File: src/reset_sequencer.sv
/*
 * core reset sequencer
 * holds a reset request from a settings write until the host menu closes,
 * then pulls cpu_reset_n low for two clocks
 */
`timescale 1ns/1ps

module reset_sequencer (
    input  logic clk_74a,
    input  logic reset_n,
    input  logic settings_changed,
    input  logic menu_visible,
    output logic cpu_reset_n
);

    logic need_reset;
    logic reset_ack;
    logic menu_visible_p;

    // pending request, dropped once the pulse has been issued
    always_ff @(posedge clk_74a or negedge reset_n) begin
        if (!reset_n) begin
            need_reset <= 1'b0;
        end else begin
            if (settings_changed) begin
                need_reset <= 1'b1;
            end else if (reset_ack) begin
                need_reset <= 1'b0;
            end
        end
    end

    // menu level only tracked while a request is pending
    always_ff @(posedge clk_74a or negedge reset_n) begin
        if (!reset_n) begin
            cpu_reset_n    <= 1'b0;
            reset_ack      <= 1'b0;
            menu_visible_p <= 1'b0;
        end else begin
            if (need_reset) begin
                menu_visible_p <= menu_visible;
                // menu just closed
                if (menu_visible_p && !menu_visible) begin
                    cpu_reset_n <= 1'b0;
                    reset_ack   <= 1'b1;
                end
            end else begin
                cpu_reset_n <= 1'b1;
                reset_ack   <= 1'b0;
            end
        end
    end

endmodule

File: config.mk
export PLATFORM = sky130hd
export DESIGN_NAME = reset_sequencer
export DESIGN_NICKNAME = d
export VERILOG_FILES = /design/src/reset_sequencer.sv
export SDC_FILE = /design/constraint.sdc
export NUM_CORES = 1
export LEC_CHECK = 0
export BUFFER_PORTS_ARGS = -buffer_cell sky130_fd_sc_hd__buf_2
export CORE_AREA = 5 5 42 44
export DETAILED_ROUTE_END_ITERATION = 8
export DIE_AREA = 0 0 47 49
export PLACE_DENSITY_LB_ADDON = 0.2
export SLEW_MARGIN = 20
export SYNTH_ARGS = -nofsm -noshare
export SYNTH_HDL_FRONTEND = slang
export SYNTH_SLANG_ARGS = --single-unit
File: constraint.sdc
create_clock -name clk_74a -period 2.9 [get_ports clk_74a]
set_clock_uncertainty 0.15 [all_clocks]
set_input_delay 0.145 -clock clk_74a [delete_from_list [all_inputs] [get_ports clk_74a]]
set_output_delay 0.145 -clock clk_74a [all_outputs]
set_load 0.03 [all_outputs]
==> impl_metrics.toml <==
[status]
status = "finished, final reports clean"

[critical_path]
cp_cell_sequence = "buf_2"
arrival_ns = 0.77
worst-path-buf-inv = 1
worstSetupPathType = "reg -> out"
crit_path_end = "cpu_reset_n"
crit_slowest_cell = "dfrtp_1"
cp-startpoint = "cpu_reset_n$_DFFE_PN0P_"
rr_worst_depth = 1
reg2reg_from = "need_reset$_DFFE_PN0P_"
max_stage_delay_ns = 0.36
r2r_slack_ns = 1.92
start_kind = "flop"
path_delay_family = "flip-flops"
worst_setup_path_end_kind = "output pin"
cp.depth = 1
worstPathRequired_ns = 2.61
path_max_fanout = 2
r2r_end = "menu_visible_p$_DFFE_PN0P_"

[detailed_routing]
drt_iter0_markers = 6
via_count = 111
avgViaCountPerCell = 3.083
ant_nets = 0
wirelength_um = 274
firstDrtPassIters = 2
wl_per_cell_um = 7.611
drc_errors = 0

[yosys]
synth_warnings = 0
synth.top_cells.by_area = "dfrtp_1 (67%), mux2_4 (10%), a21o_2 (5.8%)"
syn_inst = 11
syn-cell-area_um2 = 150.1
synth.distinct_cells = 7
postSynthAreaPerCell_um2 = 13.65
yosys.area_share.adder_pct = 0
synth_top_area_cell = "dfrtp_1"
synth_compound_area_share_pct = 14.17
synthMuxAreaShare_pct = 10.00
synth-xor-area-share_pct = 0
synth_top_family_by_area = "compound AO/OA/AOI/OAI gates"
ys_ff_latch = 4
syn_nets = 15
yosysSeqAreaShare_pct = 66.67
synth-simple-area-share_pct = 4.167
synth_top_area_share_pct = 66.67

[floorplan]
rows = 14
pin_count = 5
dieArea_um2 = 2303
die_w_um = 47
die_y_um = 49
core_um2 = 1401
initial_utilization_pct = 10.71

[sta]
final-max-slew-violation-count = 0
fin_crit_ns = 1.063
rsz0062_at_grt = "no"
timing.hold.ws_ns = 0.02496
max_freq_mhz = 940.3
final.setup.worst_slack_ns = 1.837
final.setup.tns_ns = 0
setup_viol = 0
max_slew_margin_pct = 90.19
hold_viol = 0
period_share_pct = 36.67
tightest_slew_ns = 0.1471

[clock_network]
cts_buffer_depth = 2
cts_buffers = 3
htreeDepth = 1
worstSkewPairLatency_ns = 0.23
tritoncts = "built"
clkSinkCount = 4
clk_pin_slew_worst_paths_ns = 0.04
cts_setup_buffers = 0
clockRootBuffer = "clkbuf_4"

[min_path]
hold_path.startpoint = "menu_visible"
min_path_type = "in -> reg"

[layout]
area_delta_synth_final_pct = 55.00
final_cell_mix = "dfrtp_1 (4), buf_2 (4), clkbuf_4 (3)"
diodes = 0
nNetsFinal = 26
final_cells = 36
fin_area_um2 = 232.7
post-route-util_pct = 16.61
drive_gt1_share_pct = 45.00

[grt]
grt_pass1_wl_um = 469
grt_max_degree = 5
top_usage_layer = "met3"
grtUsageMet1_pct = 3.333
grt-ovfl-total = 0
antenna_found_initial = 0
met3_usage_pct = 5.535
grt_util_met2_pct = 3.167
grt_pass1_vias = 120
grt_usage_pct = 3.746

[place]
place_area_um2 = 190.2
place.gp.congestion = 0.6321
dp_slack_ns = 1.922
io_buffer_count = 4
place_inst = 31

[power]
totalPowerFinal_uw = 200.0
p_per_area_nw_per_um2 = 859.2
p_leak_nw = 0.1125
vdd.ir_drop.worst_mv = 0.2018

[job]
max_cap_viol_count = 0
-- worst min path at each step --
stage	cells past startpoint	endpoint
3_3_place_gp	1	menu_visible_p$_DFFE_PN0P_
6_report	2	menu_visible_p$_DFFE_PN0P_
3_5_place_dp	1	cpu_reset_n$_DFFE_PN0P_
4_1_cts	2	menu_visible_p$_DFFE_PN0P_
2_1_floorplan	0	cpu_reset_n$_DFFE_PN0P_
5_1_grt	2	menu_visible_p$_DFFE_PN0P_
-- cells in the mapped netlist (all sizes together) --
master,number
nor2b,1
mux2,1
a21o,1
dfrtp,4
o21a,1
o21ai,1
inv,2
-- kinds of logic after synthesis --
logic type / after synthesis
flops: 4
simple gates: 1
compound gates: 3
mux: 1
buf+inv: 2
-- where the power goes --
group,switching (mW),total (mW),internal [mW]
Sequential,0.0115,0.0861,0.0746
Clock,0.0203,0.0664,0.0461
Combinational,0.0242,0.0475,0.0233
Total,0.0560,0.200,0.144
-- sequential cells by signal, indices dropped and copies added, names as in the netlist --
| signal | cells |
|---|---|
| cpu_reset_n | 1 |
| menu_visible_p | 1 |
| reset_ack | 1 |
| need_reset | 1 |
-- routing by layer --
metal  vias to the layer above  routed length (um)
li1                         53                   -
met1                        51                 129
met2                         7                  89
met3                         0                  55
met4                         0                   0
met5                         -                   0
-- cell type report --
cell class | count | area [um^2]
inverter | 2 | 7.507
tap | 16 | 20.02
timing repair buffer | 6 | 40.04
clock buffer | 3 | 22.52
multi-input combinational | 5 | 42.54
fill | 162 | 1169
sequential | 4 | 100.1
-- repair_timing --
| item | CTS | global route |
|---|---|---|
| resized for setup | 0 | 0 |
| endpoints found under the setup margin | 0 | 0 |
| hold buffers | 2 | 0 |
| hold endpoints to repair | 5 | 0 |
Note: power is estimated with default switching activity, not from simulation.
