--- src/invaders_pkg.sv ---
/*
 * shared package for the video core
 * bus and pixel types, bridge window nibbles, raster timing defaults,
 * colour overlay band edges and palette
 */
package invaders_pkg;

    typedef logic [31:0] bridge_word_t;
    typedef logic [12:0] vram_addr_t;
    typedef logic [7:0]  vram_data_t;
    typedef logic [9:0]  coord_t;
    typedef logic [23:0] rgb_t;

    // raster timing, one pixel per clock
    localparam int H_TOTAL_DEFAULT = 320;
    localparam int V_TOTAL_DEFAULT = 262;
    localparam int H_BPORCH        = 31;
    localparam int V_BPORCH        = 16;
    localparam int H_ACTIVE        = 256;
    localparam int V_ACTIVE        = 224;
    // line sync a few clocks after frame sync
    localparam int HS_OFFSET       = 3;

    // displayed region of the display RAM
    localparam int LINE_BYTES      = 32;
    localparam int VRAM_LINE_BASE  = 'h400;

    // bridge windows by top address nibble
    localparam logic [3:0] SETTINGS_ADDR_HI = 4'h2;
    localparam logic [3:0] VRAM_WINDOW_HI   = 4'h1;

    // overlay band edges, strict greater-than on visible x
    localparam int BAND_X_R1 = 236;
    localparam int BAND_X_R2 = 222;
    localparam int BAND_X_R3 = 204;
    localparam int BAND_X_R4 = 159;
    localparam int BAND_X_R5 = 127;
    localparam int BAND_X_R6 = 111;
    localparam int BAND_X_R7 = 63;
    localparam int BAND_X_R8 = 43;
    localparam int BAND_X_R9 = 24;
    localparam int BAND_X_R10 = 15;
    // y splits, right bands and leftmost band
    localparam int BAND_Y_TOP     = 80;
    localparam int BAND_Y_MID     = 150;
    localparam int BAND_Y_LEFT_LO = 120;
    localparam int BAND_Y_LEFT_HI = 190;

    localparam rgb_t COLOR_CYAN    = 24'h42E9F4;
    localparam rgb_t COLOR_RED     = 24'hF83B3A;
    localparam rgb_t COLOR_YELLOW  = 24'hEBDF64;
    localparam rgb_t COLOR_WHITE   = 24'hFFFFFF;
    localparam rgb_t COLOR_GREEN   = 24'h62DE6D;
    localparam rgb_t COLOR_MAGENTA = 24'hDB55DD;
    localparam rgb_t COLOR_BLACK   = 24'h000000;

endpackage

--- src/video_timing.sv ---
/*
 * raster timing generator
 * free-running pixel and line counters,
 * frame and line start strobes, active window flag
 */
`timescale 1ns/1ps

module video_timing #(
    parameter int H_TOTAL = invaders_pkg::H_TOTAL_DEFAULT,
    parameter int V_TOTAL = invaders_pkg::V_TOTAL_DEFAULT
) (
    input  logic                 clk_74a,
    input  logic                 reset_n,
    output invaders_pkg::coord_t x_count,
    output invaders_pkg::coord_t y_count,
    output logic                 line_start,
    output logic                 frame_start,
    output logic                 active
);

    localparam int H_START = invaders_pkg::H_BPORCH;
    localparam int H_END   = invaders_pkg::H_BPORCH + invaders_pkg::H_ACTIVE;
    localparam int V_START = invaders_pkg::V_BPORCH;
    localparam int V_END   = invaders_pkg::V_BPORCH + invaders_pkg::V_ACTIVE;

    logic h_last;
    logic v_last;
    logic h_active;
    logic v_active;

    assign h_last = (x_count == invaders_pkg::coord_t'(H_TOTAL - 1));
    assign v_last = (y_count == invaders_pkg::coord_t'(V_TOTAL - 1));

    ////////////////////////////////////////////////////////////////////////////
    // counters

    always_ff @(posedge clk_74a or negedge reset_n) begin
        if (!reset_n) begin
            x_count <= '0;
            y_count <= '0;
        end else begin
            if (h_last) begin
                x_count <= '0;
                if (v_last) begin
                    y_count <= '0;
                end else begin
                    y_count <= y_count + 1'b1;
                end
            end else begin
                x_count <= x_count + 1'b1;
            end
        end
    end

    ////////////////////////////////////////////////////////////////////////////
    // strobes and window

    // vs at the frame origin, hs a little later on every line
    assign frame_start = (x_count == '0) && (y_count == '0);
    assign line_start  = (x_count == invaders_pkg::coord_t'(invaders_pkg::HS_OFFSET));

    assign h_active = (x_count >= H_START) && (x_count < H_END);
    assign v_active = (y_count >= V_START) && (y_count < V_END);
    assign active   = h_active && v_active;

endmodule

--- config.mk ---
export PLATFORM = sky130hd
export DESIGN_NAME = video_timing
export DESIGN_NICKNAME = d
export VERILOG_FILES = /design/src/invaders_pkg.sv /design/src/video_timing.sv
export SDC_FILE = /design/constraint.sdc
export NUM_CORES = 1
export LEC_CHECK = 0
export ABC_AREA = 1
export BUFFER_PORTS_ARGS = -buffer_cell sky130_fd_sc_hd__buf_2
export CAP_MARGIN = 20
export CORE_AREA = 2 2 44 76
export DETAILED_ROUTE_END_ITERATION = 10
export DIE_AREA = 0 0 46 78
export PLACE_DENSITY = 0.67
export SYNTH_ARGS = -nofsm -noshare
export SYNTH_HDL_FRONTEND = slang
export SYNTH_SLANG_ARGS = --single-unit
export TNS_END_PERCENT = 20
--- constraint.sdc ---
create_clock -name clk_74a -period 2 [get_ports clk_74a]
set_input_delay 0.2 -clock clk_74a [delete_from_list [all_inputs] [get_ports clk_74a]]
set_output_delay 0.2 -clock clk_74a [all_outputs]
set_load 0.01 [all_outputs]
==> impl_results.md <==
- Outcome: finished, final reports clean
- Fillcell total: between 200 and 300
- Cells after synthesis: about 180
- Worst vdd ir: between 0.0003 and 0.0004 V
- Crit Path Max Fanout: 8
- Antenna-violating nets left: 0
- Die area: 3590 um2
- Worst-margin pin slew: 0.471 ns
- Power Dens Cells: slightly below 500 nW/um2
- Inst Count DP: around 230
- Total gr overflow: 0
- Die height: slightly below 80 um
- WP data arrival: approximately 1.6 ns
- Syn_nets: about 180
- Initial DRC count: 28
- Total power draw: 0.000727 W
- GPL Wtd Cong: about 0.84
- Num CTS Buffers: 3
- Initial antenna violation count: 0
- Avg Inst Size Synth: between 7 and 8 um2
- Layout area overhead: 15.2%
- Fin nets: 210
- Critical Path RT: 1.80 ns
- Clock latency on the worst-skew pair: 0.26 ns
- WL/cell: ~13 um
- Die width: about 46 um
- Vias post-DR: 1174
- Synthesized area: approximately 1300 um2
- Core area: 2930 um2
- #FFs+latches synth: 20
- Slew margin rel.: between 60% and 70%
- Final Max Slew Viols: 0
- Critical path class: reg -> out
- I/O Pins: 25
- Fmax achieved: ~550 MHz
- Initial core utilization: between 40% and 50%
- Skew final: 0.00382 ns
- Reg2reg setup slack: around 0.4 ns
- Leakage: about 0.8 nW
- Pre-antenna DRT Iters: 4
- PortBufs: 24
- Largest net degree at the start of global routing: 21
- Synth Warn #: 0
- Crit path launch type: flop
- Clock tree buffer depth: 2
- CTS tree: built
- HP Class: in -> async
- Row cnt: 26
- # DRC: 0
- Final worst path period need: approximately 1.8 ns
- Worst setup EP type: output port
- Final setup vio count: 0
- Setup Fix Bufs, Post-CTS: 0
- Antenna cell count: 0
- Clk sink count: 20
- Clock root buffer: clkbuf_8
- First-pass GRT wire length: around 4900 um
- Detailed Place HPWL: 2200 um
- Seq/Total Area, Yosys: 38.8%
- Vias in the first global route: between 1000 and 1500
- Share of cells above drive strength 1: about 18%
- Final period util: 91.6%
- Cell variety after synth: 22
- Maxcap violations: 0
- GRT Total Usage: 18.0%
- Most frequent cells in the layout: 54 x nand2_1, 25 x inv_1, 24 x buf_2
- H-tree depth: 1
- Final hold vios: 0
- Vias per cell: about 5
- Setup TNS: 0 ns
- Final Non-Filler Cells: 230
- Routed WL: approximately 2900 um
- Most common cell after layout, fill and taps aside: nand2_1
- Worst hold slack: between 0.4 and 0.5 ns
- Clk slew on worst S/H paths: 0.07 ns
- RSZ-0062 raised after global routing: false
==> logic make-up (layout without fill, tap and decap cells) <==
group	after synthesis	after routing	synth area share, %
and+or+nand+nor	107	107	38.0
AOI/OAI and AO/OA	6	6	2.33
DFF	20	20	38.8
adders and majority gates	5	5	4.85
buffers and inverters	29	55	9.89
xor gates and xnor gates	9	9	6.11
==> layer usage <==
layer / share of wire [%] / track usage [%]
met2: 53 / 30.8
met3: 2.0 / 2.09
met4: 1.6 / 7.14
met5: 0 / 0
met1: 43 / 21.5
==> synthesized netlist by cell type <==
master	n	area, um2
nand2_1	54	203
inv_1	25	93.8
nor2_1	21	78.8
dfrtp_1	20	500
nand3_1	18	90.1
xor2_1	8	70.1
ha_1	5	62.6
nand4_1	4	25.0
o21ai_0	4	20.0
nor3_1	3	15.0
a21oi_1	2	10.0
buf_6	2	22.5
buf_2	1	5.00
inv_4	1	6.26
nand2_2	1	6.26
nand3_2	1	10.0
nand3_4	1	17.5
nor2_4	1	11.3
nor2_8	1	20.0
nor3b_1	1	7.51
nor4_1	1	6.26
xnor2_1	1	8.76
==> flip-flops by register name (all words and copies together), names as in the netlist <==
register	count
x_count	10
y_count	10
==> cell type report <==
type                            instances  area [um2]  area share [%]
Clock buffer                            4        55.1            3.70
Inverter                               26         100            6.73
Multi-Input combinational cell        127         664            44.7
Sequential cell                        20         502            33.8
Tap cell                               28        35.0            2.36
Timing Repair Buffer                   25         130            8.75
==> metrics by stage <==
stage	utilization, %	setup slack (ns)	cell area (um2)
6_report	50.8	0.169	1490
5_1_grt	50.8	0.000210	1490
4_1_cts	50.6	0.122	1480
3_5_place_dp	48.4	0.352	1420
3_3_place_gp	48.4	0.407	1420
2_1_floorplan	-	0.446	1290
==> timing repair <==
action	CTS	global route
endpoints found under the hold margin	20	0
resized for setup	0	2
setup endpoints to repair	0	1
hold buffers	1	0
==> final timing paths <==
path                               end  cells after the start        from
setup / recovery           frame_start                      7  y_count[0]
hold / removal              x_count[4]                      2     reset_n
setup reg to reg            y_count[2]                      8  x_count[1]
hold reg to reg             y_count[9]                      2  y_count[9]
max in group asynchronous   x_count[0]                      2     reset_n
min in group clk_74a        y_count[9]                      2  y_count[9]
==> worst max-delay path, cell delays in order, from the launching register on <==
cell and delay [ns]:
dfrtp_1 0.47, inv_1 0.14, ha_1 0.16, nand2_1 0.05
nor4_1 0.22, nand2_1 0.08, nor2_1 0.11, buf_2 0.14
==> report_power, final <==
| part | total [W] | internal (W) | switching, W |
|---|---|---|---|
| clock network | 0.000312 | 0.000175 | 0.000137 |
| registers | 0.000404 | 0.000404 | 0 |
| logic | 0.0000101 | 0.00000197 | 0.00000815 |
| total | 0.000727 | 0.000581 | 0.000145 |
(Power assumes the default switching activity.)
