$ cat src/invaders_pkg.sv
/*
 * shared package for the video core
 * bus and pixel types, bridge window nibbles, raster timing defaults,
 * colour overlay band edges and palette
 */
package invaders_pkg;

    typedef logic [31:0] bridge_word_t;
    typedef logic [12:0] vram_addr_t;
    typedef logic [7:0]  vram_data_t;
    typedef logic [9:0]  coord_t;
    typedef logic [23:0] rgb_t;

    // raster timing, one pixel per clock
    localparam int H_TOTAL_DEFAULT = 320;
    localparam int V_TOTAL_DEFAULT = 262;
    localparam int H_BPORCH        = 31;
    localparam int V_BPORCH        = 16;
    localparam int H_ACTIVE        = 256;
    localparam int V_ACTIVE        = 224;
    // line sync a few clocks after frame sync
    localparam int HS_OFFSET       = 3;

    // displayed region of the display RAM
    localparam int LINE_BYTES      = 32;
    localparam int VRAM_LINE_BASE  = 'h400;

    // bridge windows by top address nibble
    localparam logic [3:0] SETTINGS_ADDR_HI = 4'h2;
    localparam logic [3:0] VRAM_WINDOW_HI   = 4'h1;

    // overlay band edges, strict greater-than on visible x
    localparam int BAND_X_R1 = 236;
    localparam int BAND_X_R2 = 222;
    localparam int BAND_X_R3 = 204;
    localparam int BAND_X_R4 = 159;
    localparam int BAND_X_R5 = 127;
    localparam int BAND_X_R6 = 111;
    localparam int BAND_X_R7 = 63;
    localparam int BAND_X_R8 = 43;
    localparam int BAND_X_R9 = 24;
    localparam int BAND_X_R10 = 15;
    // y splits, right bands and leftmost band
    localparam int BAND_Y_TOP     = 80;
    localparam int BAND_Y_MID     = 150;
    localparam int BAND_Y_LEFT_LO = 120;
    localparam int BAND_Y_LEFT_HI = 190;

    localparam rgb_t COLOR_CYAN    = 24'h42E9F4;
    localparam rgb_t COLOR_RED     = 24'hF83B3A;
    localparam rgb_t COLOR_YELLOW  = 24'hEBDF64;
    localparam rgb_t COLOR_WHITE   = 24'hFFFFFF;
    localparam rgb_t COLOR_GREEN   = 24'h62DE6D;
    localparam rgb_t COLOR_MAGENTA = 24'hDB55DD;
    localparam rgb_t COLOR_BLACK   = 24'h000000;

endpackage

$ cat src/bridge_regs.sv
/*
 * host bridge decode
 * settings register with change pulse, read mux,
 * registered display RAM write port
 */
`timescale 1ns/1ps

module bridge_regs (
    input  logic                       clk_74a,
    input  logic                       reset_n,
    input  invaders_pkg::bridge_word_t bridge_addr,
    input  logic                       bridge_wr,
    input  logic                       bridge_rd,
    input  invaders_pkg::bridge_word_t bridge_wr_data,
    output invaders_pkg::bridge_word_t bridge_rd_data,
    output invaders_pkg::bridge_word_t settings,
    output logic                       settings_changed,
    output logic                       vram_wr,
    output invaders_pkg::vram_addr_t   vram_wr_addr,
    output invaders_pkg::vram_data_t   vram_wr_data
);

    logic settings_sel;
    logic vram_sel;

    // settings occupy 0x2000_0000 to 0x2000_000f
    assign settings_sel = (bridge_addr[31:28] == invaders_pkg::SETTINGS_ADDR_HI) &&
                          (bridge_addr[27:4] == '0);
    assign vram_sel     = (bridge_addr[31:28] == invaders_pkg::VRAM_WINDOW_HI);

    // read data valid while the read strobe is up
    assign bridge_rd_data = (bridge_rd && settings_sel) ? settings : '0;

    always_ff @(posedge clk_74a or negedge reset_n) begin
        if (!reset_n) begin
            settings         <= '0;
            settings_changed <= 1'b0;
            vram_wr          <= 1'b0;
        end else begin
            settings_changed <= 1'b0;
            vram_wr          <= bridge_wr && vram_sel;
            if (bridge_wr && settings_sel) begin
                settings         <= bridge_wr_data;
                settings_changed <= 1'b1;
            end
        end
    end

    // byte address and low data byte for the display RAM
    always_ff @(posedge clk_74a) begin
        vram_wr_addr <= bridge_addr[12:0];
        vram_wr_data <= bridge_wr_data[7:0];
    end

endmodule

$ cat config.mk
export PLATFORM = sky130hd
export DESIGN_NAME = bridge_regs
export DESIGN_NICKNAME = d
export VERILOG_FILES = /design/src/invaders_pkg.sv /design/src/bridge_regs.sv
export SDC_FILE = /design/constraint.sdc
export NUM_CORES = 1
export LEC_CHECK = 0
export BUFFER_PORTS_ARGS = -buffer_cell sky130_fd_sc_hd__buf_2
export CORE_ASPECT_RATIO = 0.75
export CORE_MARGIN = 5
export CORE_UTILIZATION = 35
export DETAILED_ROUTE_END_ITERATION = 7
export PLACE_DENSITY = 0.81
export SLEW_MARGIN = 30
export SYNTH_ARGS = -nofsm -noshare
export SYNTH_HDL_FRONTEND = slang
export SYNTH_SLANG_ARGS = --single-unit
$ cat constraint.sdc
create_clock -name clk_74a -period 2.05 [get_ports clk_74a]
set_input_delay 0.1025 -clock clk_74a [delete_from_list [all_inputs] [get_ports clk_74a]]
set_output_delay 0.1025 -clock clk_74a [all_outputs]
set_load 0.005 [all_outputs]
==> results.md <==
- Cell family with most CP delay: simple AND/OR/NAND/NOR gates
- H-tree depth: 2
- TritonCTS Buffers: 5
- # DRC: 0
- Worst Setup End Kind: primary output
- Vias: 1771
- DRT Pass-1 Iters: 3
- Cells after synthesis: 142
- Skew-Pair Late Insertion Delay: 0.29 ns
- PostCTS Resize Cnt: 0
- NumNets Final: 395
- Hold_buf cts: 24
- Slew @ Worst Pin: 0.757 ns
- Starting Density: 36.6%
- Number of port buffers: 154
- Final Hold Vio Count: 0
- Placed Area: 0.00286 mm2
- All-Layer GR Usage: 15.8%
- Register area share after synthesis: 63.9%
- Slew headroom: 49.5%
- Worst setup margin: 0.254 ns
- RSZ-0062 raised after global routing: no
- Fin crit share: 87.6%
- Synthesized cell area: 0.00199 mm2
- First-pass GRT wire length: 9230 um
- Max FO, Critical Path: 17
- Die Y-Extent: 75.3 um
- Post-CTS Setup Inserts: 0
- N_diodes: 0
- Placed cell count: 371
- Critical Path RT: 1.95 ns
- Fin area: 0.00323 mm2
- Fillers: 485
- CP bufs+invs: 4
- Yosys cell types: 14
- Skew final: 0 ns
- Total core area: 0.00544 mm2
- Placement Setup Slack: 0.153 ns
- Area growth from synthesis to layout: 62.5%
- Clk slew on worst S/H paths: 0.10 ns
- Top area cells in the synthesized netlist: dfrtp_1 (43%), dfxtp_1 (21%), mux2_2 (17%), and2_1 (10%), nor4_1 (2.2%)
- Avg Inst Size Synth: 14.0 um2
- DRT iter0 DRCs: 32
- HPWL after DPL: 4400 um
- Initial antenna violation count: 0
- # setup viols final: 0
- CTS Root Cell: clkbuf_8
- Flip-flop and latch count after synthesis: 55
- Crit-path slowest cell: nor4_1
- Antenna-violating nets left: 0
- Std cell rows: 23
- Post-Syn Nets: 210
- Gpl congestion: 0.761
- Die footprint: 0.00730 mm2
- Setup TNS: 0 ns
- Post-synth top area share: 42.8%
- Worst Hold Class: primary input to flop
- Final Max Slew Viols: 0
- Crit start category: primary input
- Min Clock Period, post-route: 1.80 ns
- Bufs on Longest Clock Path: 2
- Kind of critical path: primary input to primary output
- F_max: 557 MHz
- Critical Path Max Stage Delay: 0.35 ns
- CP Cell Sequence: buf_2 -> nor4_1 -> nand4_1 -> buf_4 -> nor3_2 -> buf_4 -> and2_1 -> buf_2
- Routed len/inst: 14.3 um
- Outcome: finished clean
- Max-cap violations: 0
- Die X: 97.0 um
- Clock sinks: 55
- Via density: 4.39
- Area leader, netlist: dfrtp_1
- Yosys warnings: 0
- Vias in the first global route: 1954
- Congestion Overflow GR: 0
- TritonCTS clock tree: built
- VDD IR max: 0.000406 V
- Ports: 155
- Total wire length: 5780 um
- Arr. time, crit path: 1.69 ns
- Layout cells sized above 1: 60.7%
- Pwr per Cell Area: 642 mW/mm2
- Post-Layout Cell Count: 403
- Largest net degree at the start of global routing: 35
- P_leak: 1.86 nW
==> kinds of logic after synthesis <==
group	Yosys count	share of synthesized area, %
buffers and inverters	7	2.45
flip-flops	55	63.9
AND/OR/NAND/NOR	48	15.5
multiplexers	32	18.1
==> layer usage <==
layer | up-vias | track usage [%] | routed length (um)
met2 | 97 | 30.7 | 2970
met4 | 0 | 4.05 | 34
met5 | - | 0 | 0
li1 | 850 | - | -
met1 | 820 | 16.4 | 2190
met3 | 4 | 6.20 | 583
==> layout by cell type (no fill, tap or decap) <==
cell             n
nand4_1          1
dfxtp_1         21
bufinv_16        2
nor3_2           1
inv_1            1
dlygate4sd3_1   24
buf_4            6
mux2_2          30
clkbuf_1         1
nor4_1           7
nor4b_1          1
clkbuf_8         5
mux2_1           2
dfrtp_1         34
nor4b_4          1
and2_1          32
buf_2          154
nand2_1          4
nor3_1           1
==> cells in the mapped netlist <==
master	number
nor4_1	7
buf_6	3
dfxtp_1	21
mux2_2	30
nor4b_1	1
nand4_1	1
inv_1	1
nor3_1	2
nor4b_4	1
and2_1	32
nand2_1	4
mux2_1	2
clkbuf_1	3
dfrtp_1	34
==> metrics by stage <==
stage	utilization (%)	hold WS, ns	total power, mW
finish	59.4	0.0298	2.08
global route	59.4	0.0137	2.17
CTS	59.4	0.0171	2.10
detailed placement	52.5	0.207	1.24
global placement	52.5	0.205	1.24
floorplan	-	-0.193	1.14
==> area by class of cell <==
type | instances | area, um2 | area share [%]
Sequential cell | 55 | 1270 | 39.3
Timing Repair Buffer | 184 | 1060 | 32.7
Multi-Input combinational cell | 80 | 673 | 20.8
Tap cell | 75 | 93.8 | 2.90
Clock buffer | 6 | 72.6 | 2.25
Clock inverter | 2 | 60.1 | 1.86
Inverter | 1 | 3.75 | 0.116
==> path summary, 6_finish.rpt <==
path / from / endpoint / slack, ns / cells after the start
worst max-delay path: bridge_addr[4] / bridge_rd_data[8] / 0.25 / 8
worst min-delay path: bridge_wr_data[10] / settings[10] / 0.03 / 2
worst max register to register: settings[4] / settings[4] / 1.26 / 1
worst min register to register: settings[1] / settings[1] / 0.51 / 1
max in group asynchronous: reset_n / settings[15] / 1.15 / 2
min in group asynchronous: reset_n / settings[28] / 0.41 / 2
==> state kept, by name, summed over array words and instances (netlist names) <==
name and cells:
vram_wr 1, settings_changed 1, vram_wr_addr 13, settings 32
vram_wr_data 8
==> where the power goes <==
group          switching (mW)  internal [mW]  total, mW
sequential            0.00536           1.10       1.11
clock                   0.334          0.488      0.823
combinational          0.0564         0.0913      0.148
total                   0.396           1.68       2.08
No activity file was read; power rests on OpenSTA's default activity.
