[config.mk]
export PLATFORM = sky130hd
export DESIGN_NAME = scanline_fetch
export DESIGN_NICKNAME = d
export VERILOG_FILES = /design/src/invaders_pkg.sv /design/src/scanline_fetch.sv
export SDC_FILE = /design/constraint.sdc
export NUM_CORES = 1
export LEC_CHECK = 0
export BUFFER_PORTS_ARGS = -buffer_cell sky130_fd_sc_hd__buf_2
export CAP_MARGIN = 5
export CORE_MARGIN = 4
export CORE_UTILIZATION = 36
export CTS_CLUSTER_DIAMETER = 200
export DETAILED_ROUTE_END_ITERATION = 12
export PLACE_DENSITY = 0.74
export SLEW_MARGIN = 25
export SYNTH_ARGS = -nofsm -noshare
export SYNTH_HDL_FRONTEND = slang
export SYNTH_SLANG_ARGS = --single-unit
[constraint.sdc]
create_clock -name clk_74a -period 2.4 [get_ports clk_74a]
set_clock_uncertainty 0.1 [all_clocks]
set_input_delay 0.24 -clock clk_74a [delete_from_list [all_inputs] [get_ports clk_74a]]
set_output_delay 0.24 -clock clk_74a [all_outputs]
set_load 0.03 [all_outputs]
[src/invaders_pkg.sv]
/*
 * shared package for the video core
 * bus and pixel types, bridge window nibbles, raster timing defaults,
 * colour overlay band edges and palette
 */
package invaders_pkg;

    typedef logic [31:0] bridge_word_t;
    typedef logic [12:0] vram_addr_t;
    typedef logic [7:0]  vram_data_t;
    typedef logic [9:0]  coord_t;
    typedef logic [23:0] rgb_t;

    // raster timing, one pixel per clock
    localparam int H_TOTAL_DEFAULT = 320;
    localparam int V_TOTAL_DEFAULT = 262;
    localparam int H_BPORCH        = 31;
    localparam int V_BPORCH        = 16;
    localparam int H_ACTIVE        = 256;
    localparam int V_ACTIVE        = 224;
    // line sync a few clocks after frame sync
    localparam int HS_OFFSET       = 3;

    // displayed region of the display RAM
    localparam int LINE_BYTES      = 32;
    localparam int VRAM_LINE_BASE  = 'h400;

    // bridge windows by top address nibble
    localparam logic [3:0] SETTINGS_ADDR_HI = 4'h2;
    localparam logic [3:0] VRAM_WINDOW_HI   = 4'h1;

    // overlay band edges, strict greater-than on visible x
    localparam int BAND_X_R1 = 236;
    localparam int BAND_X_R2 = 222;
    localparam int BAND_X_R3 = 204;
    localparam int BAND_X_R4 = 159;
    localparam int BAND_X_R5 = 127;
    localparam int BAND_X_R6 = 111;
    localparam int BAND_X_R7 = 63;
    localparam int BAND_X_R8 = 43;
    localparam int BAND_X_R9 = 24;
    localparam int BAND_X_R10 = 15;
    // y splits, right bands and leftmost band
    localparam int BAND_Y_TOP     = 80;
    localparam int BAND_Y_MID     = 150;
    localparam int BAND_Y_LEFT_LO = 120;
    localparam int BAND_Y_LEFT_HI = 190;

    localparam rgb_t COLOR_CYAN    = 24'h42E9F4;
    localparam rgb_t COLOR_RED     = 24'hF83B3A;
    localparam rgb_t COLOR_YELLOW  = 24'hEBDF64;
    localparam rgb_t COLOR_WHITE   = 24'hFFFFFF;
    localparam rgb_t COLOR_GREEN   = 24'h62DE6D;
    localparam rgb_t COLOR_MAGENTA = 24'hDB55DD;
    localparam rgb_t COLOR_BLACK   = 24'h000000;

endpackage

[src/scanline_fetch.sv]
/*
 * scanline fetch
 * visible coordinates, display RAM byte address,
 * one-stage delay to meet read data, pixel bit select
 */
`timescale 1ns/1ps

module scanline_fetch (
    input  logic                     clk_74a,
    input  logic                     reset_n,
    input  invaders_pkg::coord_t     x_count,
    input  invaders_pkg::coord_t     y_count,
    input  logic                     line_start,
    input  logic                     frame_start,
    input  logic                     active,
    input  invaders_pkg::vram_data_t vram_rd_data,
    output invaders_pkg::vram_addr_t vram_rd_addr,
    output logic                     pixel_on,
    output invaders_pkg::coord_t     visible_x,
    output invaders_pkg::coord_t     visible_y,
    output logic                     fetch_hs,
    output logic                     fetch_vs,
    output logic                     fetch_de
);

    invaders_pkg::coord_t     vis_x;
    invaders_pkg::coord_t     vis_y;
    invaders_pkg::vram_addr_t line_base;
    invaders_pkg::vram_addr_t byte_col;

    assign vis_x = x_count - invaders_pkg::coord_t'(invaders_pkg::H_BPORCH);
    assign vis_y = y_count - invaders_pkg::coord_t'(invaders_pkg::V_BPORCH);

    // 32 bytes per line from the display base, wraps at 13 bits
    assign line_base = invaders_pkg::vram_addr_t'(invaders_pkg::VRAM_LINE_BASE) +
                       invaders_pkg::vram_addr_t'(vis_y[7:0]) *
                       invaders_pkg::vram_addr_t'(invaders_pkg::LINE_BYTES);
    // eight pixels per byte
    assign byte_col     = invaders_pkg::vram_addr_t'(vis_x[9:3]);
    assign vram_rd_addr = line_base + byte_col;

    ////////////////////////////////////////////////////////////////////////////
    // align with RAM read data

    always_ff @(posedge clk_74a or negedge reset_n) begin
        if (!reset_n) begin
            fetch_hs <= 1'b0;
            fetch_vs <= 1'b0;
            fetch_de <= 1'b0;
        end else begin
            fetch_hs <= line_start;
            fetch_vs <= frame_start;
            fetch_de <= active;
        end
    end

    always_ff @(posedge clk_74a) begin
        visible_x <= vis_x;
        visible_y <= vis_y;
    end

    // bit 0 is the leftmost pixel of the byte
    assign pixel_on = vram_rd_data[visible_x[2:0]];

endmodule

==> summary.txt, run 1 <==
Route
  • DRC Markers: 0
  • Post-detailed-route wirelength per cell: 13.1 um
  • Detailed Route WL: 2.80 mm
  • Antenna viol nets, final: 0
  • Via count: 979
  • Number of iterations in the first detailed-routing pass: 4
  • Via/cell ratio: 4.57
  • DR iter-0 viols: 15

Die
  • Die W: 60.6 um
  • # rows: 18
  • Die ar.: 3670 um^2
  • # IOs: 70
  • Height of the die: 60.6 um
  • Core ar.: 2570 um^2
  • Starting Density: 38.8%

STA
  • Final max-slew violation count: 0
  • Slew margin rel.: 66.5%
  • Max Fclk: 0.409 GHz
  • Final period util: 102%
  • Worst Tran Pin Value: 0.499 ns
  • Worst setup margin: -0.0462 ns
  • Endpoints failing setup: 2
  • Final hold violations: 0
  • RSZ-0062 raised after global routing: true
  • Setup TNS: -0.0870 ns
  • Hold_ws: 0.0307 ns
  • Tmin final: 2.45 ns

Setup path
  • Crit path max-delay family: adder cells
  • Crit path max fanout: 2
  • Crit path cell chain: buf_6 > ha_4 > nand4_1 > nand3b_1 > xnor2_2 > ha_2 > inv_2 > fa_2 > nand3b_1 > buf_4 > xnor2_2 > buf_6
  • Critical path capture point type: primary output
  • Critical path's largest stage delay: 0.32 ns
  • Critical path type: input pin to primary output
  • Worst Path Buf+Inv: 4
  • Req. time, crit path: 2.06 ns
  • Worst Setup Start Kind: input pin
  • Worst Path Arrival: 2.11 ns
  • Critical path depth: 12
  • Critical-path top delay cell: fa_2

Synth
  • Gate count of the mapped netlist: 90
  • Synth Area in Simple Gates: 10.8%
  • Synthesis-stage register bit count: 23
  • Mapped cell area: 996 um^2
  • Synth top area cells: dfxtp_1, xnor2_1, dfrtp_1, ha_1, xor2_1
  • Post-synthesis compound-gate area fraction: 2.89%
  • Post-synthesis mux area share: 6.41%
  • Main combinational cell family by area after synthesis: XOR/XNOR gates
  • Unique masters post-synth: 22
  • Post-Synth Adder-Cell Area: 8.29%
  • YS warnings: 0
  • Sequential fraction of the synthesis area: 47.7%
  • Post-synth top area share: 40.2%
  • Xor-xnor portion of the synthesized cell area: 16.7%
  • Synthesized area per cell: 11.1 um^2
  • Post-synth top area cell: dfxtp_1
  • Syn nets: 129

Global routing
  • Tot GR Track Use: 14.9%
  • Vias in the first global route: 1005
  • Largest net degree at the start of global routing: 14
  • First-pass GRT wire length: 4.15 mm
  • Initial antenna violation count: 0
  • Total grt overflow: 0

Clock tree
  • Clock sink count: 23
  • Root Buffer: clkbuf_4
  • Clk pin slew, worst setup/hold paths: 0.13 ns
  • Clk buf depth: 2
  • CTS H-tree lvls: 1
  • CTS Buf Count: 3
  • CTS tree: built

Final layout
  • Area Growth Syn to Fin: 70.7%
  • Design Area, Final: 1700 um^2
  • # fillers: 205
  • Share of layout cells above drive strength 1: 56.5%
  • ANT cells: 0
  • Layout net count: 224

Placed design
  • Dpl cell area: 1460 um^2
  • Final HPWL DP: 2.13 mm
  • PortBufs: 69
  • Final GP Congestion: 0.786

Worst hold path
  • Hold Crit Start: y_count[8]
  • Hold EP: visible_y[8]
  • Min-delay worst type: input pin to register
  • Cells on Worst Hold Path: 2

Pwr
  • P_leak: 0.861 nW
  • Pwr per Cell Area: 574 nW/um^2
  • Max IR drop VDD: 361 uV

Status
  • Failing checks: setup timing
  • Status: finished, violations left

Run
  • Max Cap Viol: 0
[registers in the layout (all words and copies together) (netlist names)]
| name | count |
|---|---|
| visible_x | 10 |
| visible_y | 10 |
| fetch_de | 1 |
| fetch_hs | 1 |
| fetch_vs | 1 |
[layer usage]
metal	part of all wire, %	vias up	global-route usage [%]
met1	38	468	15.3
met4	1.6	0	5.57
met2	55	30	29.3
li1	-	477	-
met5	0	-	0
met3	4.8	4	2.55
[per-stage QoR]
step	worst slack, ns	power [mW]	cells	util (%)
after floorplan	-0.106	0.646	90	-
after global placement	-0.278	0.757	199	56.9
after detailed placement	-0.340	0.763	199	56.9
after CTS	-0.0649	0.970	213	64.1
after global routing	-0.141	1.02	214	66.2
final	-0.0462	0.976	214	66.2
[what timing repair did]
action,in CTS,in global routing
setup buffers,1,1
pin swaps,5,4
endpoints found under the setup margin,5,6
gates resized for setup,16,12
hold buffers,9,0
hold endpoints to repair,11,0
[power breakdown]
group | internal (mW) | switching [mW] | leakage (nW)
logic | 0.154 | 0.226 | 0.640
clock network | 0.0621 | 0.112 | 0.0177
registers | 0.412 | 0.00950 | 0.204
[placed cells by master (no fill, tap or decap), drive strengths merged]
master       instances
a21oi                1
inv                  9
fa                   1
nand3b               3
dfrtp                3
o21ai                3
xor2                 7
buf                 86
nor2b                3
nor2                 4
nand4                1
nor3                 1
ha                   5
dlygate4sd3          9
mux4                 2
nor3b                1
clkbuf               3
a221oi               1
xnor2               12
nor4                 1
nand3                3
mux2                 1
clkinv               1
nand2                3
dfxtp               20
[Yosys cell counts]
cell type / number
nand3_1: 3
inv_1: 9
nand2_1: 3
nor3_1: 1
dfxtp_1: 20
dfrtp_1: 3
o21ai_0: 3
a221oi_1: 1
nor4_1: 1
nor2_1: 4
mux2_2: 1
nor3b_1: 1
nand3b_1: 3
fa_1: 1
ha_1: 5
nor2b_1: 3
xor2_1: 7
nand4_1: 1
buf_4: 5
mux4_1: 2
a21oi_1: 1
xnor2_1: 12
[area by class of cell]
class	instances	area [um^2]	share of cell area, %
Inverter	9	33.8	1.99
Multi-Input combinational cell	53	524	30.8
Clock buffer	3	22.5	1.32
Timing Repair Buffer	95	602	35.4
Tap cell	30	37.5	2.21
Clock inverter	1	5.00	0.294
Sequential cell	23	475	28.0
[how the worst max path moves through the flow]
stage	from	to	slack, ns
floorplan	x_count[0]	vram_rd_addr[9]	-0.11
global placement	x_count[0]	vram_rd_addr[11]	-0.28
detailed placement	x_count[0]	vram_rd_addr[11]	-0.34
CTS	x_count[0]	vram_rd_addr[9]	-0.06
global route	x_count[0]	vram_rd_addr[11]	-0.14
finish	x_count[0]	vram_rd_addr[9]	-0.05
[cell families (layout without fill, tap and decap cells)]
family	after synthesis	in the layout
compound gates	5	5
mux	3	3
fa+ha+maj	6	6
xor+xnor	19	19
simple gates	20	20
flops	23	23
buf+inv	14	108
Power figures use the tool's default switching activity.
==> run 2, diff against run 1 <==
- ABC_AREA: unset -> 1
- CORE_UTILIZATION: 36 -> 37
- PLACE_DENSITY: 0.74 -> 0.82
- SLEW_MARGIN: 25 -> 15
==> run 2 against run 1 <==
Compared with the run above:
- the flow still finishes with violations (setup timing)
- maximum frequency up 1.9%
- flip-flop and latch count is the same
- largest power group unchanged
- cell area rose by 6.0%
- first-iteration DRC count rose by 80%
- combinational power barely moved
==> summary.txt, run 2 <==
Clock tree
  • Clock sink count: 23 (unchanged)
  • CTS Buf Count: 3 (unchanged)
  • CTS tree: built
  • Root Buffer: clkbuf_4
  • Clk pin slew, worst setup/hold paths: 0.13 ns (about the same)
  • CTS H-tree lvls: 1 (unchanged)
  • Clk buf depth: 2 (unchanged)

Synth
  • Sequential fraction of the synthesis area: 43.9% (-3.9 points)
  • Cell with the most instances after synthesis: nand2_1
  • Synthesis-stage register bit count: 23 (unchanged)
  • Top cells by count, synth: nand2_1, inv_1, dfxtp_1, nor2_1, xor2_1
  • Unique masters post-synth: 18 (-18%)
  • Syn nets: 177 (+37%)
  • Post-synth top area share: 37.0% (-3.2 points)
  • Post-synth EDFFs: 0 (unchanged)
  • Synth top area cells: dfxtp_1, nand2_1, inv_1, dfrtp_1, xor2_1
  • Mapped cell area: 1080 um^2 (+8.8%)
  • YS warnings: 0 (unchanged)
  • Synthesized area per cell: 7.85 um^2 (-29%)
  • Fraction of registers with async set/reset: 13.0% (unchanged)
  • Ys flop type: dfxtp_1
  • Post-synth top area cell: dfxtp_1
  • Gate count of the mapped netlist: 138 (+53%)

Setup path
  • Crit path to: vram_rd_addr[9]
  • Critical Path Source: x_count[0]
  • Req. time, crit path: 2.06 ns (about the same)
  • Critical path type: input pin to primary output
  • Critical path capture point type: primary output
  • Worst Path Arrival: 2.06 ns (-0.05 ns)
  • Crit path max fanout: 2 (unchanged)
  • Worst Setup Start Kind: input pin
  • Critical path's largest stage delay: 0.36 ns (+0.04 ns)
  • Crit path cell chain: buf_6 > ha_4 > nand2_4 > nor2_4 > nand3b_1 > nand2_1 > nand2_1 > nand2_2 > ha_4 > inv_2 > fa_2 > nor2_4 > buf_4 > xor2_1 > buf_4
  • Critical-path top delay cell: fa_2

Placed design
  • Worst slack at placement: -0.211 ns (+0.129 ns)
  • Final GP Congestion: 0.779 (-0.90%)
  • PortBufs: 69 (unchanged)
  • Final HPWL DP: 2.22 mm (+4.5%)
  • Placed cell count: 242 (+22%)

STA
  • Max Fclk: 0.417 GHz (+1.9%)
  • Setup TNS: -0.000521 ns (+0.0865 ns)
  • Final period util: 100% (-1.9 points)
  • Endpoints failing setup: 1 (-1)
  • Worst Tran Pin Value: 0.282 ns (-0.217 ns)
  • Final hold violations: 0 (unchanged)
  • Slew margin rel.: 81.2% (+15 points)
  • Final max-slew violation count: 0 (unchanged)
  • Worst setup margin: -0.000521 ns (+0.0456 ns)
  • RSZ-0062 raised after global routing: true
  • Tmin final: 2.40 ns (-0.0456 ns)

Final layout
  • Area Growth Syn to Fin: 66.3%
  • Final core utilization: 64.8% (-1.5 points)
  • Share of layout cells above drive strength 1: 44.9% (-12 points)
  • Layout net count: 276 (+23%)
  • ANT cells: 0 (unchanged)
  • Commonest non-fill, non-tap cell in the layout: buf_2
  • Non-Filler Instances: 267 (+25%)
  • Largest registers: visible_x (10), visible_y (10)
  • Most frequent cells in the layout: buf_2, nand2_1, buf_4, inv_1, dfxtp_1

Route
  • DRC Markers: 0 (unchanged)
  • DR iter-0 viols: 27 (+12)
  • Detailed Route WL: 3.07 mm (+9.8%)
  • Via/cell ratio: 4.42 (-3.3%)
  • Antenna viol nets, final: 0 (unchanged)
  • Via count: 1181 (+21%)
  • Post-detailed-route wirelength per cell: 11.5 um (-12%)
  • Number of iterations in the first detailed-routing pass: 4 (unchanged)

Die
  • Die W: 62.1 um (+2.5%)
  • Core ar.: 2780 um^2 (+8.3%)
  • # rows: 19 (+1)
  • Height of the die: 62.1 um (+2.5%)
  • Starting Density: 39.0% (+0.16 points)
  • # IOs: 70 (unchanged)
  • Die ar.: 3860 um^2 (+5.1%)

Run
  • Max Cap Viol: 0 (unchanged)

Global routing
  • Largest net degree at the start of global routing: 13 (-1)
  • Tot GR Track Use: 15.5% (+0.66 points)
  • Total grt overflow: 0 (unchanged)
  • Initial antenna violation count: 0 (unchanged)
  • First-pass GRT wire length: 4.94 mm (+19%)
  • Vias in the first global route: 1148 (+14%)

Worst hold path
  • Min-delay worst type: input pin to register

Pwr
  • P_leak: 1.01 nW (+17%)
  • Max IR drop VDD: 367 uV (+1.5%)
  • Pwr per Cell Area: 547 nW/um^2 (-4.7%)
  • Final total power: 0.986 mW (+0.98%)

Status
  • Status: finished, violations left
  • Failing checks: setup timing
## run 2: per-stage QoR
step,area [um^2],hold slack [ns]
2_1_floorplan,1090,-0.156
3_3_place_gp,1510,-0.0659
3_5_place_dp,1510,-0.0631
4_1_cts,1780,0.0279
5_1_grt,1800,0.0182
6_report,1800,0.0324
## run 2: power breakdown
group | switching (mW) | internal [mW]
clock network | 0.121 | 0.0649
logic | 0.232 | 0.146
registers | 0.00994 | 0.412
## run 2: logic make-up (layout without fill, tap and decap cells)
logic type	after synthesis	in the layout	share of synthesized area [%]
buffers and inverters	27	125	11.1
adder cells (fa/ha/maj)	6	6	7.62
AO/OA/AOI/OAI	8	8	3.69
XOR/XNOR	13	13	11.2
AND/OR/NAND/NOR	61	61	22.5
flip-flops	23	23	43.9
## run 2: repair_timing
item,in CTS,in global routing
endpoints found under the setup margin,3,7
setup buffers,15,0
pin swaps,7,7
endpoints found under the hold margin,10,0
hold buffers,8,0
gates resized for setup,16,11
## run 2: how the worst min path moves through the flow
stage | from | endpoint | depth (start not counted) | slack [ns]
6_report | x_count[1] | visible_x[1] | 2 | 0.03
5_1_grt | x_count[1] | visible_x[1] | 2 | 0.02
4_1_cts | y_count[9] | visible_y[9] | 2 | 0.03
3_5_place_dp | reset_n | fetch_hs | 1 | -0.06
3_3_place_gp | reset_n | fetch_vs | 1 | -0.07
2_1_floorplan | reset_n | fetch_de | 0 | -0.16
## run 2: layout make-up
type	instances	area (um^2)
fill	245	980
timing repair buffer	99	624
multi-input combinational	88	554
sequential	23	475
inverter	22	82.6
tap	31	38.8
clock buffer	4	26.3
## run 2: critical path, delay by kind of cell
kind,cells,cell delay [ns]
adders and majority gates,3,0.65
and+or+nand+nor,7,0.61
xor gates and xnor gates,1,0.15
buffers and inverters,4,0.41
## run 2: metal layers
metal  up-vias  track usage, %  part of all wire [%]
met3         8            1.80                   6.4
li1        606               -                     -
met4         0            8.40                   2.3
met5         -               0                     0
met2        46            29.7                    55
met1       521            16.0                    36
